--- config.mk ---
export PLATFORM = sky130hd
export DESIGN_NAME = bru_issue
export DESIGN_NICKNAME = d
export VERILOG_FILES = /design/src/verilog/bru_pkg.sv /design/src/verilog/bru_issue.sv
export SDC_FILE = /design/constraint.sdc
export NUM_CORES = 1
export LEC_CHECK = 0
export BUFFER_PORTS_ARGS = -buffer_cell sky130_fd_sc_hd__buf_2
export CORE_AREA = 2 2 285 287
export DETAILED_ROUTE_END_ITERATION = 7
export DIE_AREA = 0 0 287 289
export GPL_ROUTABILITY_DRIVEN = 0
export GPL_TIMING_DRIVEN = 0
export SYNTH_ARGS = -nofsm -noshare
export SYNTH_HDL_FRONTEND = slang
export SYNTH_SLANG_ARGS = --single-unit
export TNS_END_PERCENT = 1
--- constraint.sdc ---
create_clock -name CLK -period 47.3 [get_ports CLK]
set_input_delay 7.095 -clock CLK [delete_from_list [all_inputs] [get_ports CLK]]
set_output_delay 7.095 -clock CLK [all_outputs]
set_load 0.01 [all_outputs]
--- src/verilog/bru_pkg.sv ---
/*
 * Shared sizes, the branch opcode enum and the structs passed between the BRU blocks.
 * Every BRU module pulls these in with a wildcard import in its header.
 */

package bru_pkg;

	localparam int XLEN       = 64;              // Data and address width.
	localparam int RP         = 4;               // Rename copies per architectural register.
	localparam int RB         = $clog2(RP);      // Rename bits below the architectural index.
	localparam int PREG_W     = 5 + RB;          // Physical register index width.
	localparam int NUM_PREG   = 32 * RP;         // Physical registers in the file.
	localparam int NUM_LANES  = 2;               // Parallel branch lanes.
	localparam int LANE_W     = 1;               // Width of a lane index.
	localparam int FIFO_DEPTH = 4;               // Queue entries per lane.
	localparam int FIFO_AW    = $clog2(FIFO_DEPTH); // Queue pointer width.
	localparam int TAG_W      = 6;               // Reorder-buffer tag width.

	// Branch and jump opcodes handled by the unit.
	typedef enum logic [2:0] {
		OP_JAL  = 3'd0,
		OP_JALR = 3'd1,
		OP_BEQ  = 3'd2,
		OP_BNE  = 3'd3,
		OP_BLT  = 3'd4,
		OP_BGE  = 3'd5,
		OP_BLTU = 3'd6,
		OP_BGEU = 3'd7
	} bru_op_e;

	// A decoded operation as it arrives and as it waits in a lane queue.
	typedef struct packed {
		bru_op_e             op;
		logic                is_rvc;   // Compressed encoding, so the next pc is pc + 2.
		logic [XLEN-1:0]     pc;
		logic [XLEN-1:0]     imm;
		logic [PREG_W-1:0]   rd;
		logic [PREG_W-1:0]   rs1;
		logic [PREG_W-1:0]   rs2;
		logic [TAG_W-1:0]    tag;
	} bru_issue_info_t;

	// What issue hands to execute: the operation plus its operand values.
	typedef struct packed {
		bru_issue_info_t     info;
		logic [XLEN-1:0]     op1;      // Value of rs1.
		logic [XLEN-1:0]     op2;      // Value of rs2.
	} bru_exeparam_t;

	// A resolved branch.
	typedef struct packed {
		logic [TAG_W-1:0]    tag;
		logic                taken;
		logic [XLEN-1:0]     target;   // Next pc of the resolved instruction.
		logic [PREG_W-1:0]   rd;
		logic [XLEN-1:0]     link;     // Return address for jumps.
		logic                link_we;  // Link value must be written to rd.
	} bru_result_t;

endpackage

--- src/verilog/bru_issue.sv ---
/*
 * Issue stage of one lane: waits until the head operation's sources are written back,
 * then pops it and registers the operation with its operand values for execute.
 */
`timescale 1ns/1ps

module bru_issue import bru_pkg::*; (
	input  logic                CLK,
	input  logic                rst_n,
	input  logic                flush,
	input  logic                fifo_empty,
	input  bru_issue_info_t     fifo_head,
	output logic                fifo_pop,
	input  logic [NUM_PREG-1:0] wb_log,
	output logic [PREG_W-1:0]   rs1_idx,
	output logic [PREG_W-1:0]   rs2_idx,
	input  logic [XLEN-1:0]     rs1_data,
	input  logic [XLEN-1:0]     rs2_data,
	input  logic                exe_ready,
	output logic                exe_valid,
	output bru_exeparam_t       exeparam
);

	logic rs1_ready;
	logic rs2_ready;
	logic ops_ready;   // The head has what its opcode needs.

	assign rs1_idx = fifo_head.rs1;   // Operands are looked up for the head only.
	assign rs2_idx = fifo_head.rs2;

	// A source is ready once logged, and x0 always is.
	assign rs1_ready = wb_log[fifo_head.rs1] | (fifo_head.rs1[PREG_W-1:RB] == '0);
	assign rs2_ready = wb_log[fifo_head.rs2] | (fifo_head.rs2[PREG_W-1:RB] == '0);

	always_comb begin
		case (fifo_head.op)
			OP_JAL:  ops_ready = 1'b1;        // No register sources.
			OP_JALR: ops_ready = rs1_ready;   // Base address only.
			default: ops_ready = rs1_ready & rs2_ready;
		endcase
	end

	assign fifo_pop = !fifo_empty && ops_ready && exe_ready && !flush;

	always_ff @(posedge CLK or negedge rst_n) begin
		if (!rst_n) exe_valid <= 1'b0;
		else        exe_valid <= fifo_pop;   // One-cycle pulse per popped operation.
	end

	// Payload loads on a pop only.
	always_ff @(posedge CLK) begin
		if (fifo_pop) begin
			exeparam.info <= fifo_head;
			exeparam.op1  <= rs1_data;
			exeparam.op2  <= rs2_data;
		end
	end

endmodule

==> metrics list <==
- Total GRT Usage: 12.27%
* DRT Pass-1 Iters: 7
- The top cell types in the final layout, fill and taps aside, are 727 x sky130_fd_sc_hd__buf_2, 287 x sky130_fd_sc_hd__edfxtp_1, 55 x sky130_fd_sc_hd__buf_4.
- The final hold violation count is 0.
- In this run the post-CTS setup repair buffer count came out at 0.
* Cell type contributing the most total cell area after synthesis: sky130_fd_sc_hd__edfxtp_1
- Uppermost metal layer occupied by signal nets: met5
- The number of nets handed over by synthesis was roughly 900.
- In this run the mean area of a mapped cell was approximately 22 um2.
* Number of synthesized flops with an enable pin: 287
- OpenSTA, run right after detailed placement, puts the worst setup slack at 28.25 ns.
- After synthesis the netlist holds a flip-flop and latch count of about 290.
- Critical path peak fanout: 10
- The tool flagged a number of max-cap violations equal to 0.
- Library cell used as clock root buffer: sky130_fd_sc_hd__clkbuf_16
* Quantity of hold-fixing buffers added after cts: 0
- The via count of the first global-routing pass came to 9161.
- CP Data Required Time: just over 40 ns
- Headroom to the max-slew limit came out at between 20% and 30%.
* Half-perimeter wire length after placement: 46750 um
- After detailed placement, the design holds a cell count of 2313.
- The initial antenna violation count came to 57.
* RSZ-0062 raised after global routing: no
- P per Cell Area: 37.25 nW/um2
- For this block, the routed nets add up to 54500 um of wire.
- Number of vias in the routed layout: 8806
- The clock passes through at most 3 buffers.
- Vias per inst: 3.683
- Worst setup path category: input pin to output port
- Count of antenna-violating nets left after detailed routing: 0
* Min Clock Period, post-route: 19.14 ns
- Clock sinks: 288
- Post-synth top area share: 78.74%
- In the synthesized netlist the async set-or-reset flop fraction comes to 0.3472%.
- For this design the top-level I/O count stands at slightly above 700.
- After clock tree synthesis, the clock-pin slew on the worst setup and hold paths is roughly 0.060 ns.
* Post-DR wirelength/cell: 22.80 um
- Commonest non-fill, non-tap cell in the layout: sky130_fd_sc_hd__buf_2
- The area growth from synthesis to layout is 58.95%.
- The share of the Yosys chip area taken by registers is between 70% and 80%.
* Kind of start point of the critical path: input pin
- Yosys printed 0 warnings.
* Width of the chip: 287 um
* CTS H-tree lvls: 2
- Achievable frequency: 52.25 MHz
- Iter 0 DRT Violations: 485
* Share of the clock period used by the worst path: 40.46%
- The tightest min-delay check is of the input pin to async pin type.
* Final WS setup: 28.16 ns
- The total overflow left after global routing is 0.
- The mapped netlist covers around 11000 um2.
- Synthesis produced 497 cells.
- Routed metal-1 wirelength: around 19000 um
- Data on the critical path arrives at its endpoint at approximately 12 ns.
- The first global-routing pass estimated 70680 um of wire.
* Cell row count: 104
- Summed over all cells, the static leakage comes to 7.067 nW.
- In the routed design, unresolved DRC markers number 0.
* Port Buffers: 718
* Status: complete, no violations
- Routed length on met2: 27740 um
- For the pin with the worst max-slew slack, the measured transition is 1.078 ns.
* Fraction of layout cells with a size suffix above 1: 68.10%
- Final Slew Violations: 0
- Number of nets in the final layout: 1714
- Leaving out filler cells and counting taps, the final layout contains ~2.4k.
- TritonCTS buffer count: 39
- Wire length on met3: roughly 5900 um
- Setup violations remaining at the end of the flow were counted as 0.
- The die is 289 um tall.
- Post-cts repair resize count: 0
* Prevailing post-synth register cell: sky130_fd_sc_hd__edfxtp_1
- Worst ir drop on vdd: around 0.00002 V
- The initial utilization of the core area, before any placement, comes to 13.70%.
* Placeable Area: 79900 um2
* Distinct cell type count after synthesis: 46
- CTS tree: yes
- The worst setup path is captured at an output port.
- Launching element of the worst setup path: fifo_head[9]
* Die Area: about 83000 um2
- Top cells by area in the synthesized netlist: sky130_fd_sc_hd__edfxtp_1 79%, sky130_fd_sc_hd__mux4_2 9.7%, sky130_fd_sc_hd__mux2i_1 2.1%
- Entering global routing, the biggest net connects 13 pins.
## cells in the mapped netlist (4+ instances only)
master / count
sky130_fd_sc_hd__a22oi_1: 4
sky130_fd_sc_hd__nor3_1: 5
sky130_fd_sc_hd__nor2_1: 8
sky130_fd_sc_hd__nor2b_1: 5
sky130_fd_sc_hd__mux4_2: 47
sky130_fd_sc_hd__edfxtp_1: 287
sky130_fd_sc_hd__a21oi_1: 4
sky130_fd_sc_hd__a31oi_1: 5
sky130_fd_sc_hd__buf_2: 9
sky130_fd_sc_hd__clkbuf_1: 5
sky130_fd_sc_hd__mux4_1: 5
sky130_fd_sc_hd__o21ai_0: 5
sky130_fd_sc_hd__mux2i_1: 23
sky130_fd_sc_hd__o22ai_1: 5
sky130_fd_sc_hd__nand3_1: 4
sky130_fd_sc_hd__mux2_2: 4
sky130_fd_sc_hd__buf_4: 19
sky130_fd_sc_hd__nand2_1: 8
## final cells by class
class	count	area [um2]
fill	8572	62500
clock buffer	43	1012
antenna	8	20.02
inverter	2	7.507
tap	1060	1326
sequential	288	8643
timing repair buffer	756	3886
buffer	37	245.2
multi-input combinational	170	2056
clock inverter	27	201.4
## per-stage QoR
stage | util (%) | TNS [ns] | hold WS, ns | total power, mW | instance area [um2]
2_1_floorplan | - | 0 | 6.799 | 0.3377 | 10950
3_3_place_gp | 19.86 | -1953.09 | 6.874 | 0.3838 | 15870
3_5_place_dp | 20.23 | 0 | 6.876 | 0.3750 | 16160
4_1_cts | 21.75 | 0 | 6.273 | 0.6617 | 17380
5_1_grt | 21.76 | 0 | 6.280 | 0.6752 | 17390
6_report | 21.78 | 0 | 6.324 | 0.6480 | 17400
## worst max-delay path: stages
cell and delay (ns):
sky130_fd_sc_hd__buf_2 0.18, sky130_fd_sc_hd__buf_1 0.75, sky130_fd_sc_hd__clkbuf_1 0.55, sky130_fd_sc_hd__mux2i_1 0.21, sky130_fd_sc_hd__o21ai_0 0.42, sky130_fd_sc_hd__o21ai_0 0.17
sky130_fd_sc_hd__nand4b_1 0.15, sky130_fd_sc_hd__a41oi_2 0.14, sky130_fd_sc_hd__nor4b_2 0.90, sky130_fd_sc_hd__buf_6 0.25, sky130_fd_sc_hd__buf_4 0.19, sky130_fd_sc_hd__buf_4 0.20
sky130_fd_sc_hd__buf_4 0.21, sky130_fd_sc_hd__buf_4 0.20, sky130_fd_sc_hd__buf_4 0.21, sky130_fd_sc_hd__buf_2 0.15
## path summary, 6_finish.rpt
kind                                           end  slack, ns  cells past startpoint
max in group asynchronous      exe_valid$_DFF_PN0_      40.89                      1
min in group CLK           exeparam[118]$_DFFE_PP_       6.72                      1
hold / removal                 exe_valid$_DFF_PN0_       6.32                      1
setup / recovery                          fifo_pop      28.16                     16
## where the power goes
group	internal [mW]	switching, mW	leakage [nW]	total [mW]
Combinational	0.0335	0.0384	3.86	0.0719
Sequential	0.294	0.00318	2.62	0.297
Clock	0.161	0.117	0.590	0.279
Total	0.489	0.159	7.07	0.648
## flip-flops by register name (all words and copies together) (netlist names)
| signal | count |
|---|---|
| exe_valid | 1 |
| exeparam | 287 |
## layer usage
| layer | GRT usage [%] | vias up |
|---|---|---|
| li1 | - | 3699 |
| met1 | 12.84 | 4256 |
| met2 | 22.49 | 651 |
| met3 | 4.843 | 184 |
| met4 | 3.763 | 16 |
| met5 | 0 | - |
## cells by family after synthesis
logic type / count (synthesis) / synth area share (%)
AO/OA/AOI/OAI: 43 / 2.904
buffers and inverters: 39 / 2.309
flip-flops: 288 / 78.97
multiplexers: 79 / 13.39
AND/OR/NAND/NOR: 48 / 2.435
(Power assumes the default switching activity.)
