File: config.mk
export PLATFORM = sky130hd
export DESIGN_NAME = bru_issue_fifo
export DESIGN_NICKNAME = d
export VERILOG_FILES = /design/src/verilog/bru_pkg.sv /design/src/verilog/bru_issue_fifo.sv
export SDC_FILE = /design/constraint.sdc
export NUM_CORES = 1
export LEC_CHECK = 0
export BUFFER_PORTS_ARGS = -buffer_cell sky130_fd_sc_hd__buf_4
export CAP_MARGIN = 20
export CORE_MARGIN = 10
export CORE_UTILIZATION = 35
export DETAILED_ROUTE_END_ITERATION = 8
export HOLD_SLACK_MARGIN = 0.08
export SYNTH_ARGS = -nofsm -noshare
export SYNTH_HDL_FRONTEND = slang
export SYNTH_SLANG_ARGS = --single-unit
File: constraint.sdc
create_clock -name CLK -period 6.72 [get_ports CLK]
set_clock_uncertainty 0.05 [all_clocks]
set_input_delay 1.008 -clock CLK [delete_from_list [all_inputs] [get_ports CLK]]
set_output_delay 1.008 -clock CLK [all_outputs]
set_load 0.01 [all_outputs]
File: src/verilog/bru_pkg.sv
/*
 * Shared sizes, the branch opcode enum and the structs passed between the BRU blocks.
 * Every BRU module pulls these in with a wildcard import in its header.
 */

package bru_pkg;

	localparam int XLEN       = 64;              // Data and address width.
	localparam int RP         = 4;               // Rename copies per architectural register.
	localparam int RB         = $clog2(RP);      // Rename bits below the architectural index.
	localparam int PREG_W     = 5 + RB;          // Physical register index width.
	localparam int NUM_PREG   = 32 * RP;         // Physical registers in the file.
	localparam int NUM_LANES  = 2;               // Parallel branch lanes.
	localparam int LANE_W     = 1;               // Width of a lane index.
	localparam int FIFO_DEPTH = 4;               // Queue entries per lane.
	localparam int FIFO_AW    = $clog2(FIFO_DEPTH); // Queue pointer width.
	localparam int TAG_W      = 6;               // Reorder-buffer tag width.

	// Branch and jump opcodes handled by the unit.
	typedef enum logic [2:0] {
		OP_JAL  = 3'd0,
		OP_JALR = 3'd1,
		OP_BEQ  = 3'd2,
		OP_BNE  = 3'd3,
		OP_BLT  = 3'd4,
		OP_BGE  = 3'd5,
		OP_BLTU = 3'd6,
		OP_BGEU = 3'd7
	} bru_op_e;

	// A decoded operation as it arrives and as it waits in a lane queue.
	typedef struct packed {
		bru_op_e             op;
		logic                is_rvc;   // Compressed encoding, so the next pc is pc + 2.
		logic [XLEN-1:0]     pc;
		logic [XLEN-1:0]     imm;
		logic [PREG_W-1:0]   rd;
		logic [PREG_W-1:0]   rs1;
		logic [PREG_W-1:0]   rs2;
		logic [TAG_W-1:0]    tag;
	} bru_issue_info_t;

	// What issue hands to execute: the operation plus its operand values.
	typedef struct packed {
		bru_issue_info_t     info;
		logic [XLEN-1:0]     op1;      // Value of rs1.
		logic [XLEN-1:0]     op2;      // Value of rs2.
	} bru_exeparam_t;

	// A resolved branch.
	typedef struct packed {
		logic [TAG_W-1:0]    tag;
		logic                taken;
		logic [XLEN-1:0]     target;   // Next pc of the resolved instruction.
		logic [PREG_W-1:0]   rd;
		logic [XLEN-1:0]     link;     // Return address for jumps.
		logic                link_we;  // Link value must be written to rd.
	} bru_result_t;

endpackage

File: src/verilog/bru_issue_fifo.sv
/*
 * One lane's queue of operations waiting for issue.
 * A circular buffer; the head entry is always visible to the issue stage.
 */
`timescale 1ns/1ps

module bru_issue_fifo import bru_pkg::*; (
	input  logic             CLK,
	input  logic             rst_n,
	input  logic             flush,
	input  logic             push,
	input  bru_issue_info_t  push_info,
	input  logic             pop,
	output bru_issue_info_t  head_info,
	output logic             empty,
	output logic             full
);

	bru_issue_info_t    mem [FIFO_DEPTH];
	logic [FIFO_AW-1:0] rd_ptr;
	logic [FIFO_AW-1:0] wr_ptr;
	logic [FIFO_AW:0]   count;    // One extra bit so a full queue can be told apart.

	assign head_info = mem[rd_ptr];
	assign empty     = (count == '0);
	assign full      = (count == (FIFO_AW+1)'(FIFO_DEPTH));

	// Pointers and occupancy.
	always_ff @(posedge CLK or negedge rst_n) begin
		if (!rst_n) begin
			rd_ptr <= '0;
			wr_ptr <= '0;
			count  <= '0;
		end else if (flush) begin
			rd_ptr <= '0;   // Discard everything queued.
			wr_ptr <= '0;
			count  <= '0;
		end else begin
			if (push) wr_ptr <= wr_ptr + 1'b1;   // Wraps, the depth is a power of two.
			if (pop)  rd_ptr <= rd_ptr + 1'b1;
			if (push && !pop) count <= count + 1'b1;
			else if (pop && !push) count <= count - 1'b1;
		end
	end

	// Storage.
	always_ff @(posedge CLK) begin
		if (push && !flush) mem[wr_ptr] <= push_info;
	end

	a_no_overflow: assert property (@(posedge CLK) disable iff (!rst_n) push |-> !full);
	a_no_underflow: assert property (@(posedge CLK) disable iff (!rst_n) pop |-> !empty);

endmodule

==> run_results.csv, run 1 <==
group,metric,value,unit
synthesis,synth_cell_types,23,
synthesis,ys_warn_count,0,
worst_setup_path,cp-end-kind,"primary output",
layout,nNetsFinal,1417,
synthesis,synthCells,876,
global_routing,grt_util_all_layers,12.50,%
drt,final_antenna_net_count,0,
synthesis,syn-num-nets,1045,
clock_network,cts.repair.resized,0,
worst_setup_path,critPathMaxFanout,87,
synthesis,yosysSeqAreaShare,82.49,%
drt,vias,10397,
drt,drt_iter0_markers,640,
timing,hold_viol,0,
run_status,status,"complete, no violations",
global_routing,grt_max_degree,88,
place,port-buffer-count,324,
global_routing,grt_pass1_vias,11208,
pwr,p_sw_share,21.31,%
timing,period_share,60.61,%
synthesis,synth-async-reset-ratio,1.089,%
global_routing,antenna_found_initial,6,
pwr,power_density,309.3,mW/mm2
synthesis,synth_flop_cell,"edfxtp_1",
synthesis,ys_seq_elements,643,
place,gp_congestion,0.6918,
timing,maxSlewViolCount,0,
clock_network,cts_made_buffers,71,
layout,area_growth,23.96,%
pwr,comb_power_share,9.0,%
pwr,power_leakage,9.550,nW
global_routing,grt_overflow_total,0,
layout,layout_common_cells,"edfxtp_1, buf_4, mux4_2",
worst_setup_path,crit_type,"reg2out",
die,ioPinCount,325,
layout,fillCellCount,5613,
pwr,netSwitchingPower,1.909,mW
clock_network,cts_sinks,643,
pwr,p_int,7.049,mW
pwr,p_clk_share,39.9,%
clock_network,postCtsHoldBufs,0,
min_path,hold_class,"in2async",
timing,rsz0062_at_grt,"no",
timing,fmax,245.5,MHz
die,die_h,278.4,um
worst_setup_path,worstPathRequired,5660,ps
pwr,seqPwrFrac,51.1,%
die,die_w,278.4,um
synthesis,synthesis.area,0.02336,mm2
timing,max_slew_margin,41.36,%
clock_network,cts_root_buffer,"clkbuf_16",
timing,tns,0,ps
timing,post-route-min-period,4073,ps
clock_network,clock_path_buffers,3,
layout,final_common_cell,"edfxtp_1",
clock_network,clk_latency,590,ps
drt,dr.pass1.iters,4,
die,fp.dieArea,0.07749,mm2
synthesis,synth_edf_count,636,
global_routing,grt_pass1_wl,73080,um
timing,worstMarginPinSlew,879.5,ps
drt,drcViolationCount,0,
pwr,peakVddDrop,214.5,uV
timing,finalSetupViolCount,0,
worst_setup_path,crit_arrival,3010,ps
drt,wire_per_inst,22.65,um
place,dp_hpwl,29990,um
run,drv_cap,0,
clock_network,cts_max_level,3,
timing,worst_hold_slack,165.7,ps
drt,drt_wl_total,49070,um
clock_network,post-cts-setup-buffer-count,0,
clock_network,cts_tree,"yes",
clock_network,clk_pin_slew,60,ps
worst_setup_path,critPathLaunchType,"flop",
die,start_util,35.41,%
layout,layout-drive-gt1-share,45.62,%
die,core_area,0.06598,mm2
drt,viasPerCell,4.800,
synthesis,avgSynthCellArea,26.67,um2
die,row_count,94,
-- path summary, 6_finish.rpt --
path                                 from              to  slack [ps]  cells after the start
worst max-delay path            rd_ptr[0]  head_info[128]        2650                      3
worst min-delay path                rst_n       wr_ptr[1]         170                      1
worst max register to register  wr_ptr[0]     mem[2][108]        4370                      4
worst min register to register   count[1]        count[1]         540                      2
max in group asynchronous           rst_n       rd_ptr[1]        6310                      1
min in group CLK                 count[1]        count[1]         540                      2
-- flip-flops by register name, indices dropped and copies added, names as in the netlist --
name,flops
wr_ptr,2
rd_ptr,2
count,3
mem,636
-- synthesized netlist by cell type (2+ instances only) --
cell type | count | area share [%]
edfxtp_1 | 636 | 82
mux4_2 | 159 | 15
buf_2 | 21 | 0.45
buf_6 | 11 | 0.53
dfrtp_1 | 7 | 0.75
nor2_1 | 6 | 0.096
clkbuf_1 | 5 | 0.080
and2_1 | 4 | 0.11
ha_1 | 4 | 0.21
inv_1 | 4 | 0.064
xnor2_1 | 3 | 0.11
nor2b_1 | 2 | 0.054
nor3_1 | 2 | 0.043
nor3b_1 | 2 | 0.064
xor2_1 | 2 | 0.075
-- power by group through the flow --
stage          registers, mW  logic [mW]  clock network (mW)
2_1_floorplan           4.65       0.431                   0
3_3_place_gp            4.66       0.825                   0
3_5_place_dp            4.66       0.833                   0
4_1_cts                 4.58       0.835                3.69
5_1_grt                 4.59       0.876                3.85
6_report                4.58       0.806                3.57
-- kinds of logic after synthesis --
logic type,Yosys count,synth area share (%)
buffers and inverters,42,1.157
AND/OR/NAND/NOR,19,0.4444
flip-flops,643,82.49
adder cells (fa/ha/maj),5,0.2999
multiplexers,160,15.37
AO/OA/AOI/OAI,2,0.05354
XOR/XNOR,5,0.1875
-- layer usage --
layer / share of wire [%] / vias to the layer above / global-route usage (%)
met2: 48 / 320 / 19.46
met1: 40 / 5442 / 15.54
met3: 9.9 / 72 / 5.322
met4: 2.1 / 8 / 4.208
li1: - / 4555 / -
met5: 0.10 / - / 0
-- critical path, stage by stage (launching register included) --
cell and delay [ps]:
dfrtp_4 840, buf_12 620, mux4_2 620, buf_4 170
-- through the flow --
stage	setup slack [ps]	power (mW)	utilization, %	std cells	cell area (um2)
final	2647	8.958	43.90	2166	28960
after global routing	2382	9.312	43.89	2164	28960
after CTS	2485	9.107	43.89	2164	28960
after detailed placement	3156	5.496	40.64	2039	26810
after global placement	3167	5.482	40.64	2039	26810
after floorplan	1104	5.079	-	876	23360
-- cell type report --
type | count | area, um2 | area share [%]
Antenna cell | 2 | 5.005 | 0.01728
Clock buffer | 88 | 1883 | 6.502
Clock inverter | 37 | 261.5 | 0.9029
Inverter | 4 | 15.01 | 0.05184
Multi-Input combinational cell | 191 | 3831 | 13.23
Sequential cell | 643 | 19280 | 66.57
Tap cell | 864 | 1081 | 3.733
Timing Repair Buffer | 337 | 2605 | 8.994
Power figures use the tool's default switching activity.
==> run 2: changes to the inputs <==
==> constraint.sdc (replaced) <==
create_clock -name CLK -period 3.75 [get_ports CLK]
set_clock_uncertainty 0.05 [all_clocks]
set_input_delay 0.5625 -clock CLK [delete_from_list [all_inputs] [get_ports CLK]]
set_output_delay 0.5625 -clock CLK [all_outputs]
set_load 0.01 [all_outputs]
==> run 2 against run 1 <==
Critical path type unchanged. First-iteration DRC count increased by 12%. Highest routed layer unchanged. Global-route usage increased by 0.66 points. Core utilization increased by 2.1 points. Largest power group unchanged.
==> run_results.csv, run 2 (same netlist as run 1, synthesis figures left out) <==
group,metric,value,unit
run_status,status,"complete, no violations",
layout,area_growth,30.02,%
drt,drt_wl_total,51160,um
clock_network,cts_made_buffers,70,
worst_setup_path,cp_top_family,"buffers and inverters",
worst_setup_path,cp-end-kind,"primary output",
die,fp.dieArea,0.07749,mm2
worst_setup_path,crit_type,"reg2out",
worst_setup_path,critPathLaunchType,"flop",
timing,period_share,83.46,%
layout,largest_registers,"mem: 636 flops, count: 3 flops",
global_routing,grt_use_met1,16.10,%
min_path,hold_class,"in2reg",
place,gp_congestion,0.7252,
clock_network,post-cts-setup-buffer-count,0,
global_routing,grt.busiest_layer,"met2",
timing,worst_hold_slack,124.8,ps
clock_network,cts_tree,"yes",
worst_setup_path,cp_common_cell,"buf_4",
die,ioPinCount,325,
clock_network,cts_root_buffer,"clkbuf_16",
clock_network,cts_sinks,643,
layout,final_common_cell,"edfxtp_1",
layout,multi_input_area,0.003831,mm2
die,start_util,35.41,%
global_routing,grt_overflow_total,0,
layout,fin_util,46.04,%
drt,final_antenna_net_count,0,
timing,maxSlewViolCount,0,
timing,max_slew_margin,51.25,%
layout,largest_register_ff_count,636,
clock_network,clk_pin_slew,60,ps
timing,finalSetupViolCount,0,
layout,register_area,0.01928,mm2
worst_setup_path,worstPathRequired,3140,ps
die,die_h,278.4,um
place,port-buffer-count,324,
pwr,peakVddDrop,483.2,uV
timing,hold_viol,0,
pwr,power_density,546.5,mW/mm2
die,row_count,94,
run,drv_cap,0,
pwr,power_leakage,10.20,nW
worst_setup_path,critPathMaxFanout,19,
worst_setup_path,crit_buf_inv,3,
timing,worstMarginPinSlew,731.2,ps
global_routing,antenna_found_initial,3,
drt,wire_per_inst,22.43,um
global_routing,grt_pass1_vias,12321,
global_routing,grt_max_degree,64,
clock_network,cts_max_level,3,
timing,rsz0062_at_grt,"no",
layout,fillCellCount,5421,
timing,fmax,319.5,MHz
pwr,total_power,16.60,mW
layout,layout-drive-gt1-share,45.06,%
drt,dr.pass1.iters,5,
clock_network,clock_path_buffers,3,
drt,viasPerCell,4.808,
drt,drt_iter0_markers,717,
worst_setup_path,crit_arrival,2520,ps
timing,tns,0,ps
drt,drcViolationCount,0,
layout,layout_common_cells,"edfxtp_1, buf_4, mux4_2",
worst_setup_path,cp_cell_sequence,"buf_12 > buf_4 > mux4_2 > buf_4",
place,dp_hpwl,33060,um
global_routing,grt_util_all_layers,13.16,%
drt,vias,10966,
layout,nNetsFinal,1533,
die,die_w,278.4,um
die,core_area,0.06598,mm2
place,postPlaceCellArea,0.02727,mm2
global_routing,use_met2,22.18,%
worst_setup_path,crit_path_top_delay_cell,"dfrtp_4",
global_routing,grt_pass1_wl,77460,um
timing,post-route-min-period,3130,ps
global_routing,met3_usage,4.084,%
layout,largest-register,"mem",
layout,final_cell_area,0.03038,mm2
clock_network,clk_latency,590,ps
worst_setup_path,slowest_delay,620,ps
[run 2: cell types whose count changed in the layout (fill, tap and decap cells not counted), moves of 2 or more]
cell / before / now
buf_12: 6 / 21
clkinv_8: 0 / 3
clkinv_1: 19 / 11
dlygate4sd3_1: 0 / 81
clkbuf_16: 73 / 70
clkbuf_8: 0 / 2
bufinv_16: 3 / 9
buf_4: 331 / 352
clkbuf_1: 15 / 13
[run 2: layout make-up]
class	count	area share (%)
repair buffers	454	12.75
well taps	864	3.558
flip-flops and latches	643	63.47
multi-input cells	191	12.61
diodes	1	0.008237
clock inverters	39	1.536
inverters	4	0.04942
clock buffers	85	6.017
[run 2: worst reg2reg max path, stage by stage, from the launching register on]
cell,delay (ps)
dfrtp_1,420
inv_1,100
ha_1,140
and2_4,610
buf_4,410
[run 2: power by group]
group          switching, mW  total [mW]  internal (mW)
logic                  0.762        1.62          0.859
registers             0.0623        8.18           8.12
clock network           2.69        6.80           4.11
total                   3.51        16.6           13.1
[run 2: final timing paths]
check | startpoint | endpoint | slack (ps) | cells past startpoint
max in group asynchronous | rst_n | rd_ptr[1] | 3230 | 2
min reg2reg | wr_ptr[1] | wr_ptr[1] | 540 | 2
max reg2reg | wr_ptr[0] | mem[0][99] | 1680 | 4
max | rd_ptr[0] | head_info[60] | 620 | 4
min in group asynchronous | rst_n | count[0] | 260 | 2
min | push_info[81] | mem[1][81] | 120 | 1
[run 2: metal layers]
layer  up-vias  part of all wire (%)
li1       4777                     -
met2       292                    51
met5         -                 0.094
met4         6                   1.8
met1      5826                    40
met3        65                   7.3
[run 2: what timing repair did]
action / in CTS / in global routing
hold buffers: 81 / 0
resized for setup: 0 / 0
endpoints found under the hold margin: 294 / 0
[run 2: per-stage QoR]
| step | cells | worst slack [ps] |
|---|---|---|
| after floorplan | 876 | 367.3 |
| after global placement | 2075 | 1193 |
| final | 2281 | 620.3 |
| after detailed placement | 2075 | 1180 |
| after CTS | 2280 | 542.2 |
| after global routing | 2280 | 449.5 |
