**config.mk**
```make
export PLATFORM = sky130hd
export DESIGN_NAME = bru_execute
export DESIGN_NICKNAME = d
export VERILOG_FILES = /design/src/verilog/bru_pkg.sv /design/src/verilog/bru_execute.sv
export SDC_FILE = /design/constraint.sdc
export NUM_CORES = 1
export LEC_CHECK = 0
export BUFFER_PORTS_ARGS = -buffer_cell sky130_fd_sc_hd__buf_2
export CAP_MARGIN = 20
export CORE_MARGIN = 2
export CORE_UTILIZATION = 45
export CTS_BUF_LIST = sky130_fd_sc_hd__clkbuf_2
export DETAILED_ROUTE_END_ITERATION = 7
export PLACE_DENSITY_LB_ADDON = 0.3
export SYNTH_ARGS = -nofsm -noshare
export SYNTH_HDL_FRONTEND = slang
export SYNTH_SLANG_ARGS = --single-unit
```
**constraint.sdc**
```tcl
create_clock -name CLK -period 0.9 [get_ports CLK]
set_input_delay 0.045 -clock CLK [delete_from_list [all_inputs] [get_ports CLK]]
set_output_delay 0.045 -clock CLK [all_outputs]
set_load 0.03 [all_outputs]
```
**src/verilog/bru_pkg.sv**
```systemverilog
/*
 * Shared sizes, the branch opcode enum and the structs passed between the BRU blocks.
 * Every BRU module pulls these in with a wildcard import in its header.
 */

package bru_pkg;

	localparam int XLEN       = 64;              // Data and address width.
	localparam int RP         = 4;               // Rename copies per architectural register.
	localparam int RB         = $clog2(RP);      // Rename bits below the architectural index.
	localparam int PREG_W     = 5 + RB;          // Physical register index width.
	localparam int NUM_PREG   = 32 * RP;         // Physical registers in the file.
	localparam int NUM_LANES  = 2;               // Parallel branch lanes.
	localparam int LANE_W     = 1;               // Width of a lane index.
	localparam int FIFO_DEPTH = 4;               // Queue entries per lane.
	localparam int FIFO_AW    = $clog2(FIFO_DEPTH); // Queue pointer width.
	localparam int TAG_W      = 6;               // Reorder-buffer tag width.

	// Branch and jump opcodes handled by the unit.
	typedef enum logic [2:0] {
		OP_JAL  = 3'd0,
		OP_JALR = 3'd1,
		OP_BEQ  = 3'd2,
		OP_BNE  = 3'd3,
		OP_BLT  = 3'd4,
		OP_BGE  = 3'd5,
		OP_BLTU = 3'd6,
		OP_BGEU = 3'd7
	} bru_op_e;

	// A decoded operation as it arrives and as it waits in a lane queue.
	typedef struct packed {
		bru_op_e             op;
		logic                is_rvc;   // Compressed encoding, so the next pc is pc + 2.
		logic [XLEN-1:0]     pc;
		logic [XLEN-1:0]     imm;
		logic [PREG_W-1:0]   rd;
		logic [PREG_W-1:0]   rs1;
		logic [PREG_W-1:0]   rs2;
		logic [TAG_W-1:0]    tag;
	} bru_issue_info_t;

	// What issue hands to execute: the operation plus its operand values.
	typedef struct packed {
		bru_issue_info_t     info;
		logic [XLEN-1:0]     op1;      // Value of rs1.
		logic [XLEN-1:0]     op2;      // Value of rs2.
	} bru_exeparam_t;

	// A resolved branch.
	typedef struct packed {
		logic [TAG_W-1:0]    tag;
		logic                taken;
		logic [XLEN-1:0]     target;   // Next pc of the resolved instruction.
		logic [PREG_W-1:0]   rd;
		logic [XLEN-1:0]     link;     // Return address for jumps.
		logic                link_we;  // Link value must be written to rd.
	} bru_result_t;

endpackage

```
**src/verilog/bru_execute.sv**
```systemverilog
/*
 * Execute stage of one lane: resolves the branch and holds the result
 * until the result arbiter grants this lane.
 */
`timescale 1ns/1ps

module bru_execute import bru_pkg::*; (
	input  logic           CLK,
	input  logic           rst_n,
	input  logic           flush,
	input  logic           exe_valid,
	input  bru_exeparam_t  exeparam,
	output logic           exe_ready,
	output logic           res_valid,
	output bru_result_t    res,
	input  logic           grant
);

	bru_result_t     res_nxt;
	logic [XLEN-1:0] next_pc;   // Fall-through address.
	logic            eq;
	logic            lt;
	logic            ltu;
	logic            is_jump;

	// Ready only with no result held and none on its way in.
	assign exe_ready = !res_valid && !exe_valid;

	assign eq      = (exeparam.op1 == exeparam.op2);
	assign lt      = ($signed(exeparam.op1) < $signed(exeparam.op2));
	assign ltu     = (exeparam.op1 < exeparam.op2);
	assign next_pc = exeparam.info.pc + (exeparam.info.is_rvc ? XLEN'(2) : XLEN'(4));
	assign is_jump = (exeparam.info.op == OP_JAL) || (exeparam.info.op == OP_JALR);

	always_comb begin
		res_nxt.tag = exeparam.info.tag;
		res_nxt.rd  = exeparam.info.rd;
		res_nxt.link = next_pc;   // Only meaningful for jumps.
		case (exeparam.info.op)
			OP_JAL, OP_JALR: res_nxt.taken = 1'b1;
			OP_BEQ:  res_nxt.taken = eq;
			OP_BNE:  res_nxt.taken = !eq;
			OP_BLT:  res_nxt.taken = lt;
			OP_BGE:  res_nxt.taken = !lt;
			OP_BLTU: res_nxt.taken = ltu;
			default: res_nxt.taken = !ltu;   // BGEU.
		endcase
		if (exeparam.info.op == OP_JALR) begin
			res_nxt.target = (exeparam.op1 + exeparam.info.imm) & ~XLEN'(1);
		end else if (res_nxt.taken) begin
			res_nxt.target = exeparam.info.pc + exeparam.info.imm;
		end else begin
			res_nxt.target = next_pc;
		end
		// A jump to x0 has no link to write.
		res_nxt.link_we = is_jump && (exeparam.info.rd[PREG_W-1:RB] != '0);
	end

	always_ff @(posedge CLK or negedge rst_n) begin
		if (!rst_n)         res_valid <= 1'b0;
		else if (flush)     res_valid <= 1'b0;   // Drop the held result.
		else if (exe_valid) res_valid <= 1'b1;
		else if (grant)     res_valid <= 1'b0;   // Arbiter took it.
	end

	always_ff @(posedge CLK) begin
		if (exe_valid && !flush) res <= res_nxt;
	end

	// Issue must never hand over an operation while a result is still waiting here.
	a_no_overrun: assert property (@(posedge CLK) disable iff (!rst_n) exe_valid |-> !res_valid);

endmodule

```
==> metrics, run 1 <==
failing step=global routing (5_1_grt); clk buf depth=2; largest family of logic cells by synthesized area=compound AO/OA/AOI/OAI gates; Synth top area share=27.5%; gr usage total=75.6%; RD Place Congestion=1.04; CTS Buf Count=17; Netlist Area Pre-Place=15600 um^2; #FFs+latches synth=144; Err=[ERROR GRT-0232] Routing congestion too high. Check the congestion heatmap in the GUI.; CTS H-tree depth=4; Worst Endpoint after GRT Repair=res[134]$_DFFE_PP_/D; Overflow after GRT=31; Main synth FF type=edfxtp_1; Die H=190 um; DP HPWL=59900 um; XOR/XNOR Fraction of Synth Area=9.69%; number of cell rows=68; outcome=did not finish; # IOs=437; clock root buffer=clkbuf_2; Synth Area in Simple Gates=17.6%; die width=190 um; ys async rst share=0.694%; Distinct cells, synth=83; largest net degree at the start of global routing=35; Post-synth EDFFs=143; Yosys top cell by area=edfxtp_1; initial core utilization=45.5%; Area contributors post-synth=edfxtp_1, ha_1, a21oi_1, xnor2_1, nand2_1; initial antenna violation count=14; TritonCTS Sinks=144; synth warn=0; post-synthesis compound-gate area fraction=23.8%; Mean Syn Cell Area=8.39 um^2; IO buf count=422; worst_ep kind=register data pin; Synth Area in Adders=15.7%; Mapped Nets=2350; register area share after synthesis=27.6%; mux cell area share after synthesis=0.904%; Synth Instances=1864; Placed Instances=3419
cell families after synthesis:
logic type               count (synthesis)
AO/OA/AOI/OAI                          579
AND/OR/NAND/NOR                        575
adder cells (fa/ha/maj)                194
buffers and inverters                  185
XOR/XNOR                               173
flip-flops                             144
multiplexers                            14
what timing repair did:
item                                    in CTS
hold endpoints to repair                   287
pin swaps                                   86
hold buffers                               171
setup buffers                               44
endpoints found under the setup margin     259
gates resized for setup                    516
cloned                                       1
cells in the mapped netlist (8+ instances only):
cell / count
nand2b_1: 15
nand4_1: 58
mux2i_1: 13
nand2_1: 195
a41oi_1: 8
nor3_1: 22
o21bai_1: 22
nand3_1: 52
a21o_1: 87
edfxtp_1: 143
and2_1: 11
a31oi_1: 41
a21oi_1: 196
clkbuf_1: 55
nor2_1: 129
xnor2_1: 105
inv_1: 112
xor2_1: 68
ha_1: 191
a211oi_1: 12
o21ai_0: 94
and3_1: 33
buf_2: 12
a221oi_1: 9
o21a_1: 12
nor2b_1: 14
a22oi_1: 8
or3_1: 8
routing by layer:
layer,global-route usage (%),overflow
met2,94.0,21
met1,73.6,0
met3,60.5,0
met5,30.8,0
met4,76.0,10
stage by stage:
stage                     utilization (%)  hold slack [ns]  area, um^2  setup slack [ns]
after global placement               71.6           -0.181       24600             -2.75
after detailed placement             71.6           -0.177       24600             -2.76
after CTS                            84.2           -0.506       28900             -1.51
after floorplan                         -           -0.251       16600             -1.73
==> inputs of run 2 (changes only) <==
--- a/config.mk
+++ b/config.mk
@@ -8,10 +8,9 @@
 export BUFFER_PORTS_ARGS = -buffer_cell sky130_fd_sc_hd__buf_2
 export CAP_MARGIN = 20
 export CORE_MARGIN = 2
-export CORE_UTILIZATION = 45
-export CTS_BUF_LIST = sky130_fd_sc_hd__clkbuf_2
+export CORE_UTILIZATION = 30
 export DETAILED_ROUTE_END_ITERATION = 7
-export PLACE_DENSITY_LB_ADDON = 0.3
+export PLACE_DENSITY_LB_ADDON = 0.15
 export SYNTH_ARGS = -nofsm -noshare
 export SYNTH_HDL_FRONTEND = slang
 export SYNTH_SLANG_ARGS = --single-unit
==> run 2 against run 1 <==
Against the previous run: the flow now finishes, with violations (negative hold slack, negative setup slack); synthesized area unchanged; synthesized cell count unchanged.
==> metrics, run 2 <==
commonest cells after routing, fill and taps aside=buf_4, buf_2, buf_6, a21oi_1, nand2_1; failing checks=negative hold slack, negative setup slack; Worst Tran Pin Value=0.836 ns; core area=51400 um^2; die area=54000 um^2; startpoint types=primary input; die width=232 um; Power, Total=34600 uW; Worst Clk Skew=0 ns; CTS tree=built; outcome=complete, but fails checks; CTS H-tree depth=4; Via density=5.08; worst min path class=primary input to register; CP Data Required Time=1.13 ns; Synth top area share=27.5%; Clock Latency Late Sink=0.48 ns; clock root buffer=clkbuf_16; routed len/inst=20.5 um; worst vdd ir=0.00155 V; register area share after synthesis=27.6%; area grow syn2layout=91.2%; logic gate share of total power=53.5%; fin util=58.2%; share of cells above drive strength 1=53.3%; Final Setup Violations=271; Pint=21200 uW; Routed Wire Length=77400 um; initial drt markers=1119; initial antenna violation count=3; synth warn=0; #FFs+latches synth=144; RD Place Congestion=0.984; Setup Crit Path Kind=primary input to register; commonest non-fill, non-tap cell in the layout=buf_4; Sw Pwr=13400 uW; worst-path fanout max=6; initial core utilization=30.4%; DP Area=25000 um^2; vias in the first global route=19.2k; Netlist Area Pre-Place=15600 um^2; first-pass GRT wire length=110000 um; Slew Viols, Final=0; Post-synth top cells=a21oi_1, nand2_1, ha_1; P_leak=0.0141 uW; total iterations of the first detailed-routing run=8; Final Critical Period=2.76 ns; Final Hold Vio Count=1; clk slew on worst S/H paths=0.07 ns; gr usage total=27.1%; setup tns final=-200.48 ns; final hold slack=-0.0284 ns; count leader, synth=a21oi_1; largest net degree at the start of global routing=50; TritonCTS Sinks=144; # DRC=0; via count=19.2k; cell area power density=1160 nW/um^2; # IOs=437; Area contributors post-synth=edfxtp_1, ha_1, a21oi_1, xnor2_1, nand2_1; RSZ-0062 raised after global routing=true; Overflow after GRT=0; Distinct cells, synth=83; Post-synth EDFFs=143; Final Cell Area=29900 um^2; Die H=232 um; Top Registers=res (143), res_valid (1); number of cell rows=83; CP arrival=2.99 ns; worst setup margin=-1.86 ns; largest reg by FF count=res; Synth Instances=1864; IO buf count=422; Setup crit end kind=register; Clk pwr share=21.6%; Final Cycle Share=306%; max reg flops=143; DP HPWL=62100 um; Mapped Nets=2350; post-route antenna net violation count=0; CTS Buf Count=17; Peak Freq=363 MHz; Main synth FF type=edfxtp_1; max cap viols=0; Final nets=3571; Mean Syn Cell Area=8.39 um^2; switch share=38.7%; Yosys top cell by area=edfxtp_1; clk buf depth=2; ys async rst share=0.694%; Rel. slew slack=43.7%; Flop pwr share=24.9%
-- run 2: cell counts after synthesis --
Identical to the previous run, type by type.
-- run 2: logic make-up (layout without fill, tap and decap cells) --
family	after synthesis	count (layout)	share of synthesized area, %
buffers and inverters	185	1419	4.67
flip-flops	144	144	27.6
other	0	2	0
adder cells (fa/ha/maj)	194	194	15.7
AO/OA/AOI/OAI	579	579	23.8
multiplexers	14	14	0.904
XOR/XNOR	173	173	9.69
AND/OR/NAND/NOR	575	575	17.6
-- run 2: final timing paths --
path / cells after the start / slack (ns) / from / endpoint
max in group asynchronous: 3 / 0.39 / rst_n / res_valid
hold reg to reg: 2 / 0.60 / res_valid / res_valid
hold / removal: 3 / -0.03 / exeparam[153] / res[0]
setup / recovery: 17 / -1.86 / exeparam[69] / res[135]
setup reg to reg: 2 / 0.19 / res_valid / res_valid
min in group asynchronous: 3 / 0.40 / rst_n / res_valid
-- run 2: per-layer routing --
layer / up-vias / GRT usage [%] / routed length, um
met4: 2 / 6.65 / 1650
met3: 81 / 3.77 / 3810
met2: 550 / 48.0 / 38500
met1: 9228 / 34.5 / 33400
met5: - / 0 / 17
li1: 9323 / - / -
-- run 2: critical path, cell delays in order --
cell,delay (ns)
buf_2,0.12
buf_4,0.13
ha_1,0.30
nand4_1,0.11
nor3_2,0.20
buf_4,0.16
o21ai_0,0.20
buf_4,0.22
a31oi_4,0.19
a211oi_4,0.07
and3_4,0.17
a211o_4,0.38
clkinv_8,0.10
nand2_4,0.06
nor4_4,0.17
a211oi_2,0.11
a311o_1,0.27
-- run 2: power by group through the flow --
| stage | Sequential, uW | Clock, uW | Combinational, uW |
|---|---|---|---|
| 3_3_place_gp | 8610 | 0 | 15500 |
| 6_report | 8630 | 7470 | 18500 |
| 5_1_grt | 8650 | 7860 | 19800 |
| 2_1_floorplan | 9720 | 0 | 6920 |
| 3_5_place_dp | 8610 | 0 | 15600 |
| 4_1_cts | 8490 | 7690 | 16600 |
-- run 2: area by class of cell --
type                       instances  area [um^2]
fill                            4648        21500
multi-input combinational       1535        13300
timing repair buffer            1274        10300
sequential                       144         4320
tap                              680          851
inverter                         113          469
clock buffer                      18          429
clock inverter                    14          149
antenna                            2         5.00
-- run 2: through the flow --
stage	cells	setup slack, ns
floorplan	1864	-1.73
global placement	3657	-2.62
detailed placement	3657	-2.67
CTS	3742	-1.82
global route	3779	-1.96
finish	3780	-1.86
-- run 2: timing repair --
item | in CTS | in global routing
setup endpoints to repair | 269 | 271
buffers inserted | 42 | 62
resized for setup | 308 | 613
hold buffers | 23 | 4
pin swaps | 95 | 118
hold endpoints to repair | 21 | 5
cloned | 1 | 4
Note: power is estimated with default switching activity, not from simulation.
==> inputs of run 3 (changes only) <==
--- a/config.mk
+++ b/config.mk
@@ -11,6 +11,7 @@
 export CORE_UTILIZATION = 30
 export DETAILED_ROUTE_END_ITERATION = 7
 export PLACE_DENSITY_LB_ADDON = 0.15
+export RECOVER_POWER = 100
 export SYNTH_ARGS = -nofsm -noshare
 export SYNTH_HDL_FRONTEND = slang
 export SYNTH_SLANG_ARGS = --single-unit
==> run 3 against run 2 <==
Against the previous run: the run still ends with negative hold slack, negative setup slack left; sequential power about the same; maximum frequency rose by 0.95%; core utilization decreased by 0.13 points; wire length increased by 0.10%; sequential share of layout area barely moved; clock skew unchanged; via count grew 0.36%; combinational power is essentially flat; critical path type unchanged; critical endpoint unchanged; largest power group unchanged.
==> metrics, run 3 (synthesis results as in run 2) <==
outcome=complete, but fails checks; failing checks=negative hold slack, negative setup slack; area grow syn2layout=90.8%; worst vdd ir=0.00155 V; post-route antenna net violation count=0; routed len/inst=20.5 um; Clock Latency Late Sink=0.48 ns; TritonCTS Sinks=144; worst-path fanout max=6; Setup crit end kind=register; Placed Instances=3657; initial drt markers=1109; gr usage total=27.1%; setup tns final=-211.11 ns; max cap viols=0; Final Hold Vio Count=1; # DRC=0; core area=51400 um^2; Final Critical Period=2.73 ns; Setup Crit Path Kind=primary input to register; CTS Buf Count=17; max reg flops=143; initial antenna violation count=3; largest net degree at the start of global routing=50; RSZ-0062 raised after global routing=true; CP arrival=2.96 ns; CTS tree=built; startpoint types=primary input; IO buf count=422; CP delay by family, top=compound AO/OA/AOI/OAI gates; Power, Total=34600 uW; Routed Wire Length=77400 um; Slew Viols, Final=0; Final Cycle Share=303%; Top Registers=res (143), res_valid (1); Final nets=3571; vias in the first global route=19.2k; Non-Filler Instances=3780; Rel. slew slack=46.9%; total iterations of the first detailed-routing run=5; DP HPWL=62100 um; Worst Tran Pin Value=0.788 ns; RD Place Congestion=0.984; Worst Clk Skew=0 ns; Cell Chain, Critical Path=buf_2 > ha_1 > a21oi_1 > o21ai_0 > a221oi_1 > buf_4 > o21ai_1 > a211oi_4 > and3_4 > a211o_4 > clkinv_8 > buf_8 > buf_6 > nor2_1 > a211oi_2 > a311o_1; number of cell rows=83; die width=232 um; fin util=58.0%; first-pass GRT wire length=110000 um; CP Data Required Time=1.13 ns; slowest stage delay, CP=0.33 ns; worst path bufs/invs=5; Die H=232 um; commonest cells after routing, fill and taps aside=buf_4, buf_2, buf_6, a21oi_1, nand2_1; clock root buffer=clkbuf_16; cell area power density=1160 nW/um^2; worst setup margin=-1.83 ns; die area=54000 um^2; largest reg by FF count=res; Final Setup Violations=366; via count=19.3k; share of cells above drive strength 1=53.1%; final hold slack=-0.0251 ns; Via density=5.09; CTS H-tree depth=4; P_leak=0.0141 uW; # IOs=437; clk slew on worst S/H paths=0.07 ns; Fill cells=4662; worst min path class=primary input to register; commonest non-fill, non-tap cell in the layout=buf_4; initial core utilization=30.4%; clk buf depth=2; Overflow after GRT=0; highest-delay cell along the critical path=a221oi_1; Peak Freq=366 MHz
[run 3: cell types whose count changed in the layout (fill, tap and decap cells not counted), sizes merged]
cell | before | now
buf | 1248 | 1235
clkbuf | 21 | 34
[run 3: routing by layer]
metal	vias up	part of all wire, %	track usage (%)
met5	-	0.022	0
met4	2	2.1	6.65
met3	80	5.0	3.77
met2	572	50	48.0
met1	9279	43	34.5
li1	9321	-	-
[run 3: cell type report]
type	instances	area [um^2]	area share, %
antenna	2	5.00	0.0168
inverter	113	469	1.57
timing repair buffer	1274	10300	34.5
tap	680	851	2.85
clock buffer	18	429	1.44
clock inverter	14	149	0.499
sequential	144	4320	14.5
multi-input combinational	1535	13300	44.7
[run 3: path summary, 6_finish.rpt]
| path | from | to | slack (ns) | cells after the start |
|---|---|---|---|---|
| setup / recovery | exeparam[81] | res[135] | -1.83 | 16 |
| hold / removal | exeparam[153] | res[0] | -0.03 | 3 |
| setup reg to reg | res_valid | res_valid | 0.19 | 2 |
| hold reg to reg | res_valid | res_valid | 0.59 | 2 |
| max in group asynchronous | rst_n | res_valid | 0.40 | 3 |
| min in group asynchronous | rst_n | res_valid | 0.40 | 3 |
[run 3: worst reg2reg max path: cells and delay by family, from the launching register on]
kind	cells	cell delay [ns]
DFF	1	0.41
and+or+nand+nor	1	0.05
AOI/OAI and AO/OA	1	0.14
[run 3: through the flow]
step	cell area, um^2	setup slack (ns)
after floorplan	16600	-1.73
after global placement	25000	-2.62
after detailed placement	25000	-2.67
after CTS	27600	-1.82
after global routing	29800	-1.96
final	29800	-1.83
[run 3: repair_timing]
action / in CTS / in global routing
hold endpoints to repair: 21 / 5
gates cloned: 1 / 4
pin swaps: 95 / 118
setup buffers: 42 / 62
hold buffers: 23 / 4
endpoints found under the setup margin: 269 / 271
resized for setup: 308 / 613
[run 3: power breakdown]
group	leakage, uW	total [uW]	internal (uW)	switching [uW]
logic	0.0125	18500	9080	9410
clock network	0.000275	7490	3890	3600
registers	0.00136	8630	8230	399
total	0.0141	34600	21200	13400
==> inputs of run 4 (changes only) <==
--- a/config.mk
+++ b/config.mk
@@ -11,7 +11,8 @@
 export CORE_UTILIZATION = 30
 export DETAILED_ROUTE_END_ITERATION = 7
 export PLACE_DENSITY_LB_ADDON = 0.15
-export RECOVER_POWER = 100
+export RECOVER_POWER = 25
+export SLEW_MARGIN = 40
 export SYNTH_ARGS = -nofsm -noshare
 export SYNTH_HDL_FRONTEND = slang
 export SYNTH_SLANG_ARGS = --single-unit
==> run 4 against run 3 <==
Against the previous run: the run still ends with negative hold slack, negative setup slack left; sequential power barely moved; non-clock buffer count did not move; combinational power barely moved; count of clock-buffer cells in the layout is the same.
==> metrics, run 4 (synthesis results as in run 2) <==
CTS Buf Count=17; worst min path class=primary input to register; Routed Wire Length=77500 um; max reg flops=143; Peak Freq=366 MHz; worst setup margin=-1.83 ns; # IOs=437; worst-path fanout max=6; final hold slack=-0.0283 ns; die width=232 um; CP Data Required Time=1.13 ns; Slew Viols, Final=0; Flop pwr share=24.9%; commonest non-fill, non-tap cell in the layout=buf_4; die area=54000 um^2; logic gate share of total power=53.5%; Sw Pwr=13400 uW; routed len/inst=20.5 um; Power, Total=34600 uW; setup tns final=-206.32 ns; Rel. slew slack=46.9%; Clock Latency Late Sink=0.48 ns; Worst Hold Depth=3; initial antenna violation count=3; clk buf depth=2; Final nets=3571; Via density=5.09; Worst Tran Pin Value=0.788 ns; cell area power density=1160 nW/um^2; Final Cycle Share=303%; first-pass GRT wire length=110000 um; Final Hold Vio Count=1; RD Place Congestion=0.984; startpoint types=primary input; fin util=58.1%; R2R Path End=res_valid; commonest cells after routing, fill and taps aside=buf_4, buf_2, buf_6, a21oi_1, nand2_1; Pint=21200 uW; Clk pwr share=21.6%; total iterations of the first detailed-routing run=5; Die H=232 um; Worst Setup SP=exeparam[81]; failing checks=negative hold slack, negative setup slack; critical path endpoint=res[135]; Final Setup Violations=365; Worst R2R Start=res_valid; largest reg by FF count=res; Overflow after GRT=0; area grow syn2layout=90.9%; P_leak=0.0141 uW; core area=51400 um^2; worst vdd ir=0.00155 V; IO buf count=422; clock root buffer=clkbuf_16; initial drt markers=1127; Setup Crit Path Kind=primary input to register; switch share=38.7%; CP arrival=2.97 ns; number of cell rows=83; Top Registers=res (143), res_valid (1); DP HPWL=62100 um; largest net degree at the start of global routing=50; Final Critical Period=2.73 ns; Setup crit end kind=register; max cap viols=0; post-route antenna net violation count=0; R2R setup slack=0.19 ns; vias in the first global route=19.2k; gr usage total=27.1%; TritonCTS Sinks=144; RSZ-0062 raised after global routing=true; number of cells on the worst reg-to-reg path=2; Worst Clk Skew=0 ns; CTS H-tree depth=4; outcome=complete, but fails checks; Fill cells=4658; CTS tree=built; setup slack at placement=-2.67 ns; # DRC=0; clk slew on worst S/H paths=0.07 ns; via count=19.2k; initial core utilization=30.4%; share of cells above drive strength 1=53.1%
[run 4: changes by cell type in the layout (fill, tap and decap cells not counted), sizes merged]
cell,previous run,this run
clkbuf,34,29
buf,1235,1240
[run 4: routing by layer]
layer | vias to the layer above | GRT usage (%) | share of wire (%)
li1 | 9320 | - | -
met1 | 9274 | 34.5 | 43
met2 | 566 | 48.0 | 50
met3 | 80 | 3.77 | 4.8
met4 | 2 | 6.65 | 2.1
met5 | - | 0 | 0.022
[run 4: area by class of cell]
class / count / area [um^2] / area share, %
sequential: 144 / 4320 / 14.5
multi-input combinational: 1535 / 13300 / 44.7
tap: 680 / 851 / 2.85
clock buffer: 18 / 429 / 1.44
timing repair buffer: 1274 / 10300 / 34.5
antenna: 2 / 5.00 / 0.0168
inverter: 113 / 469 / 1.57
clock inverter: 14 / 149 / 0.499
[run 4: what timing repair did]
action / 4_1_cts / 5_1_grt
setup endpoints to repair: 269 / 271
gates resized for setup: 308 / 613
hold buffers: 23 / 4
hold endpoints to repair: 21 / 5
gates cloned: 1 / 4
buffers inserted: 42 / 62
pin swaps: 95 / 118
[run 4: worst max-delay path, stage by stage]
cell	delay [ns]
buf_2	0.13
ha_1	0.29
a21oi_1	0.16
o21ai_0	0.13
a221oi_1	0.33
buf_4	0.21
o21ai_1	0.14
a211oi_4	0.33
and3_4	0.24
a211o_4	0.18
clkinv_8	0.09
buf_8	0.14
buf_6	0.11
nor2_1	0.11
a211oi_2	0.05
a311o_1	0.27
[run 4: power by group through the flow]
stage	sequential (uW)	clock, uW	combinational [uW]
floorplan	9720	0	6920
global placement	8610	0	15500
detailed placement	8610	0	15600
CTS	8490	7690	16600
global route	8650	7860	19800
finish	8630	7490	18500
[run 4: worst min-delay path by stage]
stage | from | to | slack [ns]
6_report | exeparam[153] | res[0] | -0.03
5_1_grt | exeparam[153] | res[0] | -0.02
4_1_cts | exeparam[253] | res[35] | 0.02
3_5_place_dp | rst_n | res_valid | -0.18
3_3_place_gp | rst_n | res_valid | -0.18
2_1_floorplan | rst_n | res_valid | -0.25
[run 4: stage by stage]
step / instances / hold WS [ns] / area [um^2]
after global placement: 3657 / -0.178 / 25000
after floorplan: 1864 / -0.251 / 16600
final: 3780 / -0.0283 / 29800
after global routing: 3779 / -0.0181 / 29800
after detailed placement: 3657 / -0.176 / 25000
after CTS: 3742 / 0.0150 / 27600
